===== config.mk =====
export PLATFORM = sky130hd
export DESIGN_NAME = forth_proc
export DESIGN_NICKNAME = d
export VERILOG_FILES = /design/src/common/forth_pkg.sv /design/src/verilog/forth_proc.sv /design/src/uart/uart_tx.sv /design/src/uart/uart_rx.sv /design/src/verilog/boot_rom.sv /design/src/core/forth_core.sv /design/src/core/lifo_stack.sv
export SDC_FILE = /design/constraint.sdc
export NUM_CORES = 1
export LEC_CHECK = 0
export BUFFER_PORTS_ARGS = -buffer_cell sky130_fd_sc_hd__buf_2
export CORE_UTILIZATION = 55
export CTS_BUF_LIST = sky130_fd_sc_hd__clkbuf_8 sky130_fd_sc_hd__clkbuf_16
export CTS_CLUSTER_DIAMETER = 60
export DETAILED_ROUTE_END_ITERATION = 16
export GPL_TIMING_DRIVEN = 0
export MAX_ROUTING_LAYER = met4
export PLACE_DENSITY = 0.71
export SLEW_MARGIN = 5
export SYNTH_ARGS = -nofsm -noshare
export SYNTH_HDL_FRONTEND = slang
export SYNTH_SLANG_ARGS = --single-unit

===== constraint.sdc =====
create_clock -name clk -period 6.6 [get_ports clk]
set_input_delay 0.66 -clock clk [delete_from_list [all_inputs] [get_ports clk]]
set_output_delay 0.66 -clock clk [all_outputs]
set_load 0.01 [all_outputs]

===== src/common/forth_pkg.sv =====
// Shared widths, types and opcode encoding for the stack processor.
// A ROM cell with its top bit set is a call, its low addr_w bits give the target.
// Only the opcodes used by the boot program are encoded.
`default_nettype none

package forth_pkg;

	// Data cell and program address widths
	localparam int cell_w = 32;
	localparam int addr_w = 9;

	typedef logic [cell_w-1:0] cell_t;
	typedef logic [addr_w-1:0] addr_t;
	typedef logic [7:0]        byte_t;

	// Opcodes sit in the low 16 bits of a ROM cell
	typedef enum logic [15:0] {
		op_lit,
		op_dup,
		op_drop,
		op_one_plus,
		op_zero_equal,
		op_zero_branch,
		op_branch,
		op_emit,
		op_key,
		op_io_led,
		op_exit
	} op_e;

	// 19200 baud from a 12 MHz clock
	localparam int def_clks_per_bit = 625;

	// Stack depths, powers of two so the pointers wrap
	localparam int def_dstack_depth = 16;
	localparam int def_rstack_depth = 8;

endpackage

`default_nettype wire

===== src/verilog/forth_proc.sv =====
// Stack processor top, core plus boot ROM and an 8N1 UART.
// Reset comes from a pin, asynchronous and active low.
// led is active low, all ones after reset.
`default_nettype none

module forth_proc #(
	parameter int clks_per_bit = forth_pkg::def_clks_per_bit,
	parameter int dstack_depth = forth_pkg::def_dstack_depth,
	parameter int rstack_depth = forth_pkg::def_rstack_depth
) (
	input  logic       clk,
	input  logic       reset,
	input  logic       rx,
	output logic       tx,
	output logic [7:0] led
);
	import forth_pkg::*;

	logic  cyc;
	logic  stb;
	logic  ack;
	addr_t adr;
	cell_t dat;
	logic  rx_valid;
	logic  rx_take;
	byte_t rx_data;
	logic  tx_start;
	logic  tx_busy;
	byte_t tx_data;

	forth_core #(
		.dstack_depth(dstack_depth),
		.rstack_depth(rstack_depth)
	) core_i (
		.clk     (clk),
		.reset   (reset),
		.cyc     (cyc),
		.stb     (stb),
		.adr     (adr),
		.ack     (ack),
		.dat     (dat),
		.rx_valid(rx_valid),
		.rx_data (rx_data),
		.rx_take (rx_take),
		.tx_start(tx_start),
		.tx_data (tx_data),
		.tx_busy (tx_busy),
		.led     (led)
	);

	boot_rom rom_i (
		.clk  (clk),
		.reset(reset),
		.cyc  (cyc),
		.stb  (stb),
		.adr  (adr),
		.ack  (ack),
		.dat  (dat)
	);

	uart_rx #(
		.clks_per_bit(clks_per_bit)
	) rx_i (
		.clk     (clk),
		.reset   (reset),
		.rx      (rx),
		.rx_take (rx_take),
		.rx_valid(rx_valid),
		.rx_data (rx_data)
	);

	uart_tx #(
		.clks_per_bit(clks_per_bit)
	) tx_i (
		.clk     (clk),
		.reset   (reset),
		.tx_start(tx_start),
		.tx_data (tx_data),
		.tx_busy (tx_busy),
		.tx      (tx)
	);

endmodule

`default_nettype wire


===== src/uart/uart_tx.sv =====
// 8N1 transmitter, LSB first, start bit one cycle after an accepted tx_start.
// tx_start is ignored while tx_busy is high.
`default_nettype none

module uart_tx #(
	parameter int clks_per_bit = forth_pkg::def_clks_per_bit
) (
	input  logic             clk,
	input  logic             reset,
	input  logic             tx_start,
	input  forth_pkg::byte_t tx_data,
	output logic             tx_busy,
	output logic             tx
);
	localparam int cnt_w = $clog2(clks_per_bit);

	logic [cnt_w-1:0] cnt;
	logic [3:0]       bit_idx;
	logic [8:0]       shift;
	logic             accept;
	logic             bit_end;

	assign accept  = tx_start && !tx_busy;
	assign bit_end = tx_busy && cnt == cnt_w'(clks_per_bit - 1);

	always_ff @(posedge clk or negedge reset) begin
		if (!reset) begin
			tx      <= 1'b1;
			tx_busy <= 1'b0;
			cnt     <= '0;
			bit_idx <= '0;
		end else if (accept) begin
			tx      <= 1'b0;
			tx_busy <= 1'b1;
			cnt     <= '0;
			bit_idx <= '0;
		end else if (bit_end) begin
			cnt <= '0;
			// Index 9 is the stop bit, busy ends with it
			if (bit_idx == 4'd9) begin
				tx_busy <= 1'b0;
			end else begin
				tx      <= shift[0];
				bit_idx <= bit_idx + 1'b1;
			end
		end else if (tx_busy) begin
			cnt <= cnt + 1'b1;
		end
	end

	// Data bits then the stop bit
	always_ff @(posedge clk) begin
		if (accept) begin
			shift <= {1'b1, tx_data};
		end else if (bit_end) begin
			shift <= shift >> 1;
		end
	end

endmodule

`default_nettype wire


===== src/uart/uart_rx.sv =====
// 8N1 receiver, samples at mid-bit after a two-flop synchronizer.
// Holds one byte until rx_take, a newer frame overwrites an unread byte.
// A frame with a low stop bit is dropped.
`default_nettype none

module uart_rx #(
	parameter int clks_per_bit = forth_pkg::def_clks_per_bit
) (
	input  logic             clk,
	input  logic             reset,
	input  logic             rx,
	input  logic             rx_take,
	output logic             rx_valid,
	output forth_pkg::byte_t rx_data
);
	import forth_pkg::*;

	localparam int cnt_w = $clog2(clks_per_bit);

	typedef enum logic [1:0] {st_idle, st_start, st_data, st_stop} state_e;

	state_e           state;
	logic             rx_meta;
	logic             rx_sync;
	logic             rx_last;
	logic [cnt_w-1:0] cnt;
	logic [2:0]       bit_idx;
	byte_t            shift;
	logic             bit_tick;
	logic             frame_done;

	assign bit_tick   = cnt == cnt_w'(clks_per_bit - 1);
	assign frame_done = state == st_stop && bit_tick && rx_sync;

	always_ff @(posedge clk or negedge reset) begin
		if (!reset) begin
			rx_meta  <= 1'b1;
			rx_sync  <= 1'b1;
			rx_last  <= 1'b1;
			state    <= st_idle;
			cnt      <= '0;
			bit_idx  <= '0;
			rx_valid <= 1'b0;
		end else begin
			rx_meta <= rx;
			rx_sync <= rx_meta;
			rx_last <= rx_sync;
			cnt     <= cnt + 1'b1;
			case (state)
				st_idle: if (rx_last && !rx_sync) begin
					state <= st_start;
					cnt   <= '0;
				end
				// Half a bit in, confirm the start bit
				st_start: if (cnt == cnt_w'(clks_per_bit / 2 - 1)) begin
					state   <= rx_sync ? st_idle : st_data;
					cnt     <= '0;
					bit_idx <= '0;
				end
				st_data: if (bit_tick) begin
					cnt     <= '0;
					bit_idx <= bit_idx + 1'b1;
					if (bit_idx == 3'd7) begin
						state <= st_stop;
					end
				end
				st_stop: if (bit_tick) begin
					state <= st_idle;
				end
				default: state <= st_idle;
			endcase
			if (frame_done) begin
				rx_valid <= 1'b1;
			end else if (rx_take) begin
				rx_valid <= 1'b0;
			end
		end
	end

	always_ff @(posedge clk) begin
		if (state == st_data && bit_tick) begin
			shift <= {rx_sync, shift[7:1]};
		end
		if (frame_done) begin
			rx_data <= shift;
		end
	end

endmodule

`default_nettype wire


===== src/verilog/boot_rom.sv =====
// Read-only Wishbone classic slave holding the fixed boot program.
// Ack and data are registered, one cycle after the strobe, and last one cycle.
// Addresses outside the program read as exit.
`default_nettype none

module boot_rom (
	input  logic             clk,
	input  logic             reset,
	input  logic             cyc,
	input  logic             stb,
	input  forth_pkg::addr_t adr,
	output logic             ack,
	output forth_pkg::cell_t dat
);
	import forth_pkg::*;

	function automatic cell_t op_cell(op_e op);
		return cell_t'(op);
	endfunction

	function automatic cell_t call_cell(addr_t target);
		return {1'b1, {(cell_w - addr_w - 1){1'b0}}, target};
	endfunction

	function automatic cell_t rom_cell(addr_t a);
		case (a)
			0:       return op_cell(op_lit);
			1:       return cell_t'("?");
			2:       return op_cell(op_emit);
			// Main loop
			3:       return op_cell(op_key);
			4:       return op_cell(op_dup);
			5:       return op_cell(op_zero_equal);
			6:       return op_cell(op_zero_branch);
			7:       return cell_t'(11);
			8:       return op_cell(op_lit);
			9:       return cell_t'("!");
			10:      return op_cell(op_emit);
			11:      return call_cell(addr_t'(16));
			12:      return op_cell(op_branch);
			13:      return cell_t'(3);
			// Echo subroutine, shows the byte and sends it plus one
			16:      return op_cell(op_dup);
			17:      return op_cell(op_io_led);
			18:      return op_cell(op_one_plus);
			19:      return op_cell(op_emit);
			default: return op_cell(op_exit);
		endcase
	endfunction

	always_ff @(posedge clk or negedge reset) begin
		if (!reset) begin
			ack <= 1'b0;
		end else begin
			ack <= cyc && stb && !ack;
		end
	end

	always_ff @(posedge clk) begin
		if (cyc && stb) begin
			dat <= rom_cell(adr);
		end
	end

endmodule

`default_nettype wire


===== src/core/forth_core.sv =====
// Fetch/execute unit, one Wishbone read per opcode plus one for an inline operand.
// Requests are separated by at least one idle cycle after each ack.
// key and emit hold in wait_io until the UART handshake completes.
// LEDs are active low, led holds the inverse of the value written.
`default_nettype none

module forth_core #(
	parameter int dstack_depth = forth_pkg::def_dstack_depth,
	parameter int rstack_depth = forth_pkg::def_rstack_depth
) (
	input  logic             clk,
	input  logic             reset,
	output logic             cyc,
	output logic             stb,
	output forth_pkg::addr_t adr,
	input  logic             ack,
	input  forth_pkg::cell_t dat,
	input  logic             rx_valid,
	input  forth_pkg::byte_t rx_data,
	output logic             rx_take,
	output logic             tx_start,
	output forth_pkg::byte_t tx_data,
	input  logic             tx_busy,
	output logic [7:0]       led
);
	import forth_pkg::*;

	typedef enum logic [1:0] {st_fetch, st_operand, st_wait_io} state_e;

	state_e state;
	op_e    op;
	op_e    cur_op;
	addr_t  pc;
	logic   req;
	logic   is_call;
	logic   fetch_ack;
	logic   operand_ack;
	logic   d_push;
	logic   d_pop;
	logic   d_write;
	cell_t  d_din;
	cell_t  d_top;
	logic   r_push;
	logic   r_pop;
	addr_t  r_din;
	addr_t  r_top;

	assign cyc = req;
	assign stb = req;
	assign adr = pc;

	assign fetch_ack   = ack && state == st_fetch;
	assign operand_ack = ack && state == st_operand;
	assign is_call     = dat[cell_w-1];
	assign cur_op      = op_e'(dat[15:0]);

	// Return stack holds the address after the call cell
	assign r_push  = fetch_ack && is_call;
	assign r_pop   = fetch_ack && !is_call && cur_op == op_exit;
	assign r_din   = pc + 1'b1;
	assign tx_data = d_top[7:0];

	// Data stack control and UART handshakes
	always_comb begin
		d_push   = 1'b0;
		d_pop    = 1'b0;
		d_write  = 1'b0;
		d_din    = d_top;
		rx_take  = 1'b0;
		tx_start = 1'b0;
		if (fetch_ack && !is_call) begin
			case (cur_op)
				op_dup: d_push = 1'b1;
				op_drop, op_io_led: d_pop = 1'b1;
				op_one_plus: begin
					d_write = 1'b1;
					d_din   = d_top + 1'b1;
				end
				op_zero_equal: begin
					d_write = 1'b1;
					d_din   = (d_top == '0) ? '1 : '0;
				end
				default: ;
			endcase
		end
		if (operand_ack && op == op_lit) begin
			d_push = 1'b1;
			d_din  = dat;
		end
		// Flag is consumed whether or not the branch is taken
		if (operand_ack && op == op_zero_branch) begin
			d_pop = 1'b1;
		end
		if (state == st_wait_io && op == op_key && rx_valid) begin
			rx_take = 1'b1;
			d_push  = 1'b1;
			d_din   = cell_t'(rx_data);
		end
		if (state == st_wait_io && op == op_emit && !tx_busy) begin
			tx_start = 1'b1;
			d_pop    = 1'b1;
		end
	end

	always_ff @(posedge clk or negedge reset) begin
		if (!reset) begin
			state <= st_fetch;
			op    <= op_exit;
			pc    <= '0;
			req   <= 1'b0;
			led   <= '1;
		end else begin
			// Drop the request after ack, raise it again one cycle later
			if (ack) begin
				req <= 1'b0;
			end else if (state != st_wait_io) begin
				req <= 1'b1;
			end

			if (fetch_ack && is_call) begin
				pc <= dat[addr_w-1:0];
			end else if (fetch_ack) begin
				op <= cur_op;
				case (cur_op)
					op_lit, op_branch, op_zero_branch: begin
						pc    <= pc + 1'b1;
						state <= st_operand;
					end
					op_key, op_emit: begin
						pc    <= pc + 1'b1;
						state <= st_wait_io;
					end
					op_exit: pc <= r_top;
					op_io_led: begin
						led <= ~d_top[7:0];
						pc  <= pc + 1'b1;
					end
					default: pc <= pc + 1'b1;
				endcase
			end

			if (operand_ack) begin
				state <= st_fetch;
				if (op == op_branch || (op == op_zero_branch && d_top == '0)) begin
					pc <= dat[addr_w-1:0];
				end else begin
					pc <= pc + 1'b1;
				end
			end

			if (rx_take || tx_start) begin
				state <= st_fetch;
			end
		end
	end

	lifo_stack #(
		.depth    (dstack_depth),
		.payload_t(cell_t)
	) data_stack (
		.clk      (clk),
		.reset    (reset),
		.push     (d_push),
		.pop      (d_pop),
		.write_top(d_write),
		.din      (d_din),
		.top      (d_top),
		.next     ()
	);

	lifo_stack #(
		.depth    (rstack_depth),
		.payload_t(addr_t)
	) return_stack (
		.clk      (clk),
		.reset    (reset),
		.push     (r_push),
		.pop      (r_pop),
		.write_top(1'b0),
		.din      (r_din),
		.top      (r_top),
		.next     ()
	);

endmodule

`default_nettype wire


===== src/core/lifo_stack.sv =====
// Circular stack, the pointer wraps so overflow and underflow are silent.
// depth must be a power of two. top and next read combinationally.
// pop together with write_top stores din into the entry below the old top.
`default_nettype none

module lifo_stack #(
	parameter int  depth     = 16,
	parameter type payload_t = logic [31:0]
) (
	input  logic     clk,
	input  logic     reset,
	input  logic     push,
	input  logic     pop,
	input  logic     write_top,
	input  payload_t din,
	output payload_t top,
	output payload_t next
);
	localparam int ptr_w = (depth > 1) ? $clog2(depth) : 1;

	payload_t         mem [depth];
	logic [ptr_w-1:0] ptr;
	logic [ptr_w-1:0] ptr_up;
	logic [ptr_w-1:0] ptr_dn;

	assign ptr_up = ptr + 1'b1;
	assign ptr_dn = ptr - 1'b1;

	assign top  = mem[ptr];
	assign next = mem[ptr_dn];

	always_ff @(posedge clk or negedge reset) begin
		if (!reset) begin
			ptr <= '0;
		end else if (push) begin
			ptr <= ptr_up;
		end else if (pop) begin
			ptr <= ptr_dn;
		end
	end

	always_ff @(posedge clk) begin
		if (push) begin
			mem[ptr_up] <= din;
		end else if (pop && write_top) begin
			mem[ptr_dn] <= din;
		end else if (write_top) begin
			mem[ptr] <= din;
		end
	end

endmodule

`default_nettype wire


### Word-level counts from Yosys, hierarchy flattened

Memory sizes are Yosys's and may differ from the RTL's. A register that Yosys moved wholly into a read port is not among the register bits.
Cells that the tools add are included.

| storage, ports and cells | value |
|---|---|
| flip-flop bits (word level) | 136 |
| bits in writable memories | 584 |
| bits in read-only memories | 224 |
| input bits | 3 |
| output and inout port bits | 9 |
| logic and storage cells | 208 |
| memories kept | 3 |

Memory list:

| name | words | width | read ports | clocked after Yosys merged registers in | write ports | line | source |
|---|---|---|---|---|---|---|---|
| core_i.data_stack.mem | 16 | 32 | 1 | 0 | 1 | lifo_stack.sv:21 | `payload_t mem [depth];` |
| (name not given) | 32 | 7 | 1 | 1 | 0 | boot_rom.sv:26 | `case (a)` |
| core_i.return_stack.mem | 8 | 9 | 1 | 0 | 1 | lifo_stack.sv:21 |  |

| operators by class | value |
|---|---|
| add/subtract/negate cells | 10 |
| eq/ne operators | 32 |
| multiplexer cells | 80 |
| bitwise operators | 2 |
| reductions and logical operators | 57 |

Operators by type and width:

| kind | count |
|---|---|
| 32-bit 2-to-1 mux | 6 |
| 16-bit by 3-bit == test with 1-bit output (second input constant) | 7 |
| 16-bit by 4-bit == test with 1-bit output (second input constant) | 4 |
| 32-bit case mux with 2 select lines | 1 |
| 32-bit OR reduction | 2 |
| 10-bit 2-to-1 mux | 6 |
| 9-bit 2-to-1 mux | 5 |
| 1-bit 2-to-1 mux | 35 |
| 32-bit by 1-bit adder with 32-bit output (second input constant) | 1 |
| 16-bit by 2-bit == test with 1-bit output (second input constant) | 2 |
| 16-bit zero test | 2 |
| 32-bit zero test | 1 |
| 10-bit case mux with 3 select lines | 1 |
| 4-bit 2-to-1 mux | 7 |
| 10-bit by 1-bit adder with 10-bit output (second input constant) | 2 |
| 10-bit == test (second input constant) | 2 |
| 1-bit logical AND | 20 |
| 2-bit 2-to-1 mux | 10 |
| 16-bit by 1-bit == test with 1-bit output (second input constant) | 1 |
| 8-bit 2-to-1 mux | 2 |
| 2-bit nonzero test | 7 |
| 3-bit 2-to-1 mux | 4 |
| 2-bit by 1-bit != test with 1-bit output (second input constant) | 6 |
| 10-bit by 9-bit == test with 1-bit output (second input constant) | 1 |
| other kinds (27) | 46 |

### Longest topological paths before layout

| logic depth | value |
|---|---|
| word-level depth | 13 |
| gate-level depth with buffers | 17 |
| depth with buffers taken out | 12 |

### Cells and area by module

A second synthesis with hierarchy kept.

| unflattened totals | value |
|---|---|
| cells, all modules | 2,217 |
| area, all modules | 34,875.9 um^2 |

By module, submodules not included:

| module | instances | cells each | area an instance (um^2) | seq. area each (um^2) |
|---|---|---|---|---|
| lifo_stack (core_i.data_stack) | 1 | 1,187 | 23,755.3 | 15,474.8 |
| forth_core | 1 | 556 | 4,031.4 | 913.4 |
| lifo_stack (core_i.return_stack) | 1 | 181 | 3,648.5 | 2,237.1 |
| uart_rx | 1 | 105 | 1,433.9 | 959.7 |
| uart_tx | 1 | 113 | 1,257.5 | 661.9 |
| boot_rom | 1 | 75 | 749.5 | 235.2 |

### Worst setup path after synthesis

No wires, ideal clock.

| timing | value |
|---|---|
| kind | register -> register |
| start point | register core_i.data_stack.ptr[1] |
| end point | memory core_i.data_stack.mem[0][31] in the netlist's numbering, data pin |
| arrival time | 4,177 ps |
| required time | 6,273 ps |
| path slack | 2,096 ps |
| cell stages (with the launch flop) | 14 |
| path buffers | 5 |
| path through | dfrtp_1 -> buf_2 -> buf_6 -> clkbuf_1 -> buf_1 -> clkbuf_1 -> mux4_2 -> a22oi_1 -> o21ai_1 -> nor2_1 -> or3b_2 -> o31ai_1 -> a21oi_1 -> nor3_1 |

| on the way | value |
|---|---|
| longest elaborated chain between the ends | 9 |

Ends and longest elaborated chain:

| what | line | source |
|---|---|---|
| from (decl) | lifo_stack.sv:22 | `logic [ptr_w-1:0] ptr;` |
| from (signal assigned) | lifo_stack.sv:36 | `ptr <= ptr_up;` |
| from (signal assigned) | lifo_stack.sv:38 | `ptr <= ptr_dn;` |
| memory read 16 x 32 bit (*) | -- |  |
| branches (longest 3 deep; another with 32-bit by 1-bit adder with 32-bit output) | -- |  |
| 32-bit 2-to-1 mux (*) | forth_core.sv:71 | `if (fetch_ack && !is_call) begin` |
| 32-bit 2-to-1 mux (*) | forth_core.sv:86 | `if (operand_ack && op == op_lit) begin` |
| 32-bit 2-to-1 mux (*) | forth_core.sv:94 | `if (state == st_wait_io && op == op_key && rx_valid) begin` |
| named net core_i.d_din[31] | forth_core.sv:41 | `cell_t d_din;` |
| 32-bit 2-to-1 mux (no source line) | -- |  |
| 32-bit 2-to-1 mux (no source line) (*) | -- |  |
| to (decl) | lifo_stack.sv:21 |  |

Mark *: on every way through the listed nets, which the timed path passes.

### Worst setup path in the final report

| timing | value |
|---|---|
| start point | register core_i.data_stack.ptr[1] |
| end point | memory core_i.data_stack.mem[0][11] in the netlist's numbering, data pin |

Same word-level chain as after synthesis.

==> qor.txt <==
Outcome: finished clean
Post-layout net count: 1,941
Clk_skew: 0.0269 ns
Row count: 84
Top post-synthesis cells by area: edfxtp_1 (63%), mux4_2 (8.9%), dfrtp_1 (4.7%)
DIE HEIGHT: 233 um
I/O Buffers: 11
FMAX: 154 MHz
Worst-Skew Late Latency: 0.63 ns
Ys async rst share: 0.101
Die ar.: 54,100 um^2
Yosys top cell area share: 0.632
Final setup viols: 0
Cells after synthesis: 1,810
P&R area growth vs syn: 13.3%
Wire length per cell: 27.1 um
Antenna cells: 0
Dominant synthesized flop cell: edfxtp_1
Worst IR Drop VDD: 0.000195 V
Reg-to-reg endpoint: core_i.data_stack.mem[0][11]$_DFFE_PP_
CP Launch Point: core_i.data_stack.ptr[1]$_DFFE_PN0P_
Commonest cells in the netlist: edfxtp_1 (615), nand2_1 (182), mux4_2 (116), nor2_1 (108), o21ai_0 (60)
RSZ-0062 raised after global routing: true
Placer Congestion: 0.972
Crit path cell chain: buf_2 -> buf_6 -> clkbuf_1 -> mux4_2 -> a221oi_1 -> ha_1 -> nand2_1 -> o22a_1 -> nor2_1 -> nand3_1 -> or4_1 -> buf_2 -> buf_2 -> a31oi_1
Die Width: 233 um
Worst path required time: 6.83 ns
Vias: 17,410
Worst-path clk slew: 0.06 ns
Final std cells w/o fill: 2,659
CP most frequent cell: buf_2
Max FO, Critical Path: 16
First-pass GRT wire length: 108,000 um
Max stage delay cell, worst path: a221oi_1
Initial core utilization: 0.556
Slew Limit Fails: 0
Final Cycle Share: 0.987
Startpoint Class: flip-flop
Yosys Warn Count: 0
Hold path start: rx
Critical R2R Launch: core_i.data_stack.ptr[1]$_DFFE_PN0P_
Final Hold Vio Count: 0
DRC viols: 0
Vias in the first global route: 17,136
CTS Sinks: 685
Syn Area/Cell: 16.2 um^2
LEAKAGE: 8.82 nW
DRT Wirelength: 72,200 um
Levels on crit path: 14
Sequential cell area fraction in the yosys report: 0.692
Synthesized area: 29,200 um^2
Largest net degree at the start of global routing: 65
Crit path buffers/inverters: 5
Post-CTS Setup Inserts: 0
Vias per cell: 6.55
Post-synth EDFFs: 615
Ports: 12
Clock Tree Root: clkbuf_16
Worst Tran Pin Value: 1.43 ns
Period minus WS final: 6.51 ns
Starting DRT DRC Count: 2,228
H-tree depth: 3
Clk buf depth: 3
Cell count after placement: 2,531
Initial antenna violation count: 0
Worst EP arrival: 6.75 ns
Dpl ws: -0.294 ns
Worst Slack Setup Final: 0.0856 ns
CP peak stage delay: 1.15 ns
Area leader, netlist: edfxtp_1
Total power: 0.00866 W
Filler instances: 3,701
Core ar.: 52,600 um^2
Antenna viol nets, final: 0
Critical Path End: core_i.data_stack.mem[0][11]$_DFFE_PP_
CTS tree: built
Critical Path End Type: flip-flop
Worst slew margin: 0.0409
Count leader, synth: edfxtp_1
Synthesized Nets: 1,833
MaxCap Viol Count: 0
Hold Path Class: in2reg
TritonRoute pass-1 iters: 7
Synth Register Bits: 685
Synth unique cells: 77
Layout cells sized above 1: 0.185
Final HPWL DP: 46,400 um
PD cells: 262 nW/um^2
Grt ovf: 0
Reg2reg path depth: 14
Cell family with most CP delay: compound AO/OA/AOI/OAI gates
Worst reg2reg setup slack: 0.09 ns
Global Route Usage Sum: 0.285
Cts bufs inserted: 72
Critical path class: reg2reg
[cell usage in the layout (no fill, tap or decap), types with 10 or more instances in the layout]
master,netlist,layout
edfxtp_1,615,615
nand2_1,182,182
mux4_2,116,116
nor2_1,108,92
clkbuf_16,0,74
o21ai_0,60,59
clkbuf_1,56,56
dfrtp_1,55,55
inv_1,32,44
a22oi_1,42,42
mux2i_1,42,42
a21oi_1,42,37
nand3_1,36,36
nand4_1,28,28
mux4_1,21,21
ha_1,20,20
buf_2,9,19
xnor2_1,19,19
buf_4,13,18
mux2_2,16,16
nor2_4,0,16
nor3_1,20,15
nor2b_1,15,15
nor4_1,17,15
a31oi_1,22,15
and3_1,14,14
clkinv_1,0,14
dfstp_2,14,14
buf_12,0,14
and4_1,13,13
xor2_1,13,13
clkinv_2,0,12
or4_1,11,11
nand2b_1,11,11
and2_1,10,10
[cell families after synthesis]
logic type	count (synthesis)	synth area share
AOI/OAI and AO/OA	249	0.0564
buffers and inverters	132	0.0222
and+or+nand+nor	497	0.0827
xor gates and xnor gates	32	0.00958
muxes	195	0.129
DFF	685	0.692
adders and majority gates	20	0.00856
[area by class of cell]
cell class	instances	area, um^2	area share
Tap cell	688	861	0.0260
Inverter	32	120	0.00363
Timing Repair Buffer	34	488	0.0147
Sequential cell	685	20200	0.611
Clock inverter	51	399	0.0120
Clock buffer	76	1880	0.0567
Multi-Input combinational cell	993	8610	0.260
Buffer	100	531	0.0160
[state kept, by name, summed over array words and instances (netlist names), 2 cells and up, named ones only]
register and flops:
core_i.adr 9, core_i.data_stack.mem 512, core_i.data_stack.ptr 4, core_i.led 8
core_i.op 6, core_i.return_stack.mem 72, core_i.return_stack.ptr 3, core_i.state 2
rom_i.dat 7, rx_i.bit_idx 3, rx_i.cnt 10, rx_i.rx_data 8
rx_i.shift 8, tx_i.bit_idx 4, tx_i.cnt 10, tx_i.shift 9
[stage by stage]
step / TNS (ns) / hold WS (ns) / util / cell area [um^2]
3_3_place_gp: -442.39 / 0.346 / 0.574 / 30200
4_1_cts: 0 / 0.119 / 0.629 / 33100
2_1_floorplan: 0 / 0.345 / - / 29200
3_5_place_dp: -9.15 / 0.351 / 0.585 / 30700
5_1_grt: -0.245 / 0.121 / 0.630 / 33100
6_report: 0 / 0.136 / 0.630 / 33100
[repair_timing]
item,in CTS,in global routing
setup endpoints to repair,80,304
pin swaps,0,0
endpoints found under the hold margin,5,0
resized for setup,5,10
hold buffers,1,0
[worst reg2reg max path, stage by stage (launching register included)]
cell and delay, ns:
dfrtp_1 0.46, buf_2 0.39, buf_6 0.23, clkbuf_1 0.60, mux4_2 0.41, a221oi_1 1.15, ha_1 0.37, nand2_1 0.07
o22a_1 0.24, nor2_1 0.19, nand3_1 0.09, or4_1 0.47, buf_2 0.23, buf_2 0.25, a31oi_1 0.97
[where the power goes]
part	total [W]	internal, W	switching (W)
Sequential	0.00469	0.00468	0.0000173
Combinational	0.0000606	0.0000243	0.0000363
Clock	0.00391	0.00226	0.00165
Total	0.00866	0.00696	0.00170
[worst min-delay path by stage]
| stage | endpoint | slack [ns] | cells after the start |
|---|---|---|---|
| 5_1_grt | rx_i.rx_meta$_DFF_PN1_ | 0.12 | 1 |
| 4_1_cts | rx_i.rx_meta$_DFF_PN1_ | 0.12 | 1 |
| 3_3_place_gp | rx_i.rx_sync$_DFF_PN1_ | 0.35 | 0 |
| 6_report | rx_i.rx_meta$_DFF_PN1_ | 0.14 | 1 |
| 2_1_floorplan | rx_i.rx_sync$_DFF_PN1_ | 0.35 | 0 |
| 3_5_place_dp | rx_i.rx_sync$_DFF_PN1_ | 0.35 | 0 |
[layer usage]
metal | part of all wire | track usage | vias to the layer above
li1 | - | - | 7424
met1 | 0.40 | 0.384 | 8922
met2 | 0.48 | 0.433 | 894
met3 | 0.085 | 0.0547 | 170
met4 | 0.034 | 0.106 | 0
met5 | 0 | - | -
Power figures use the tool's default switching activity.
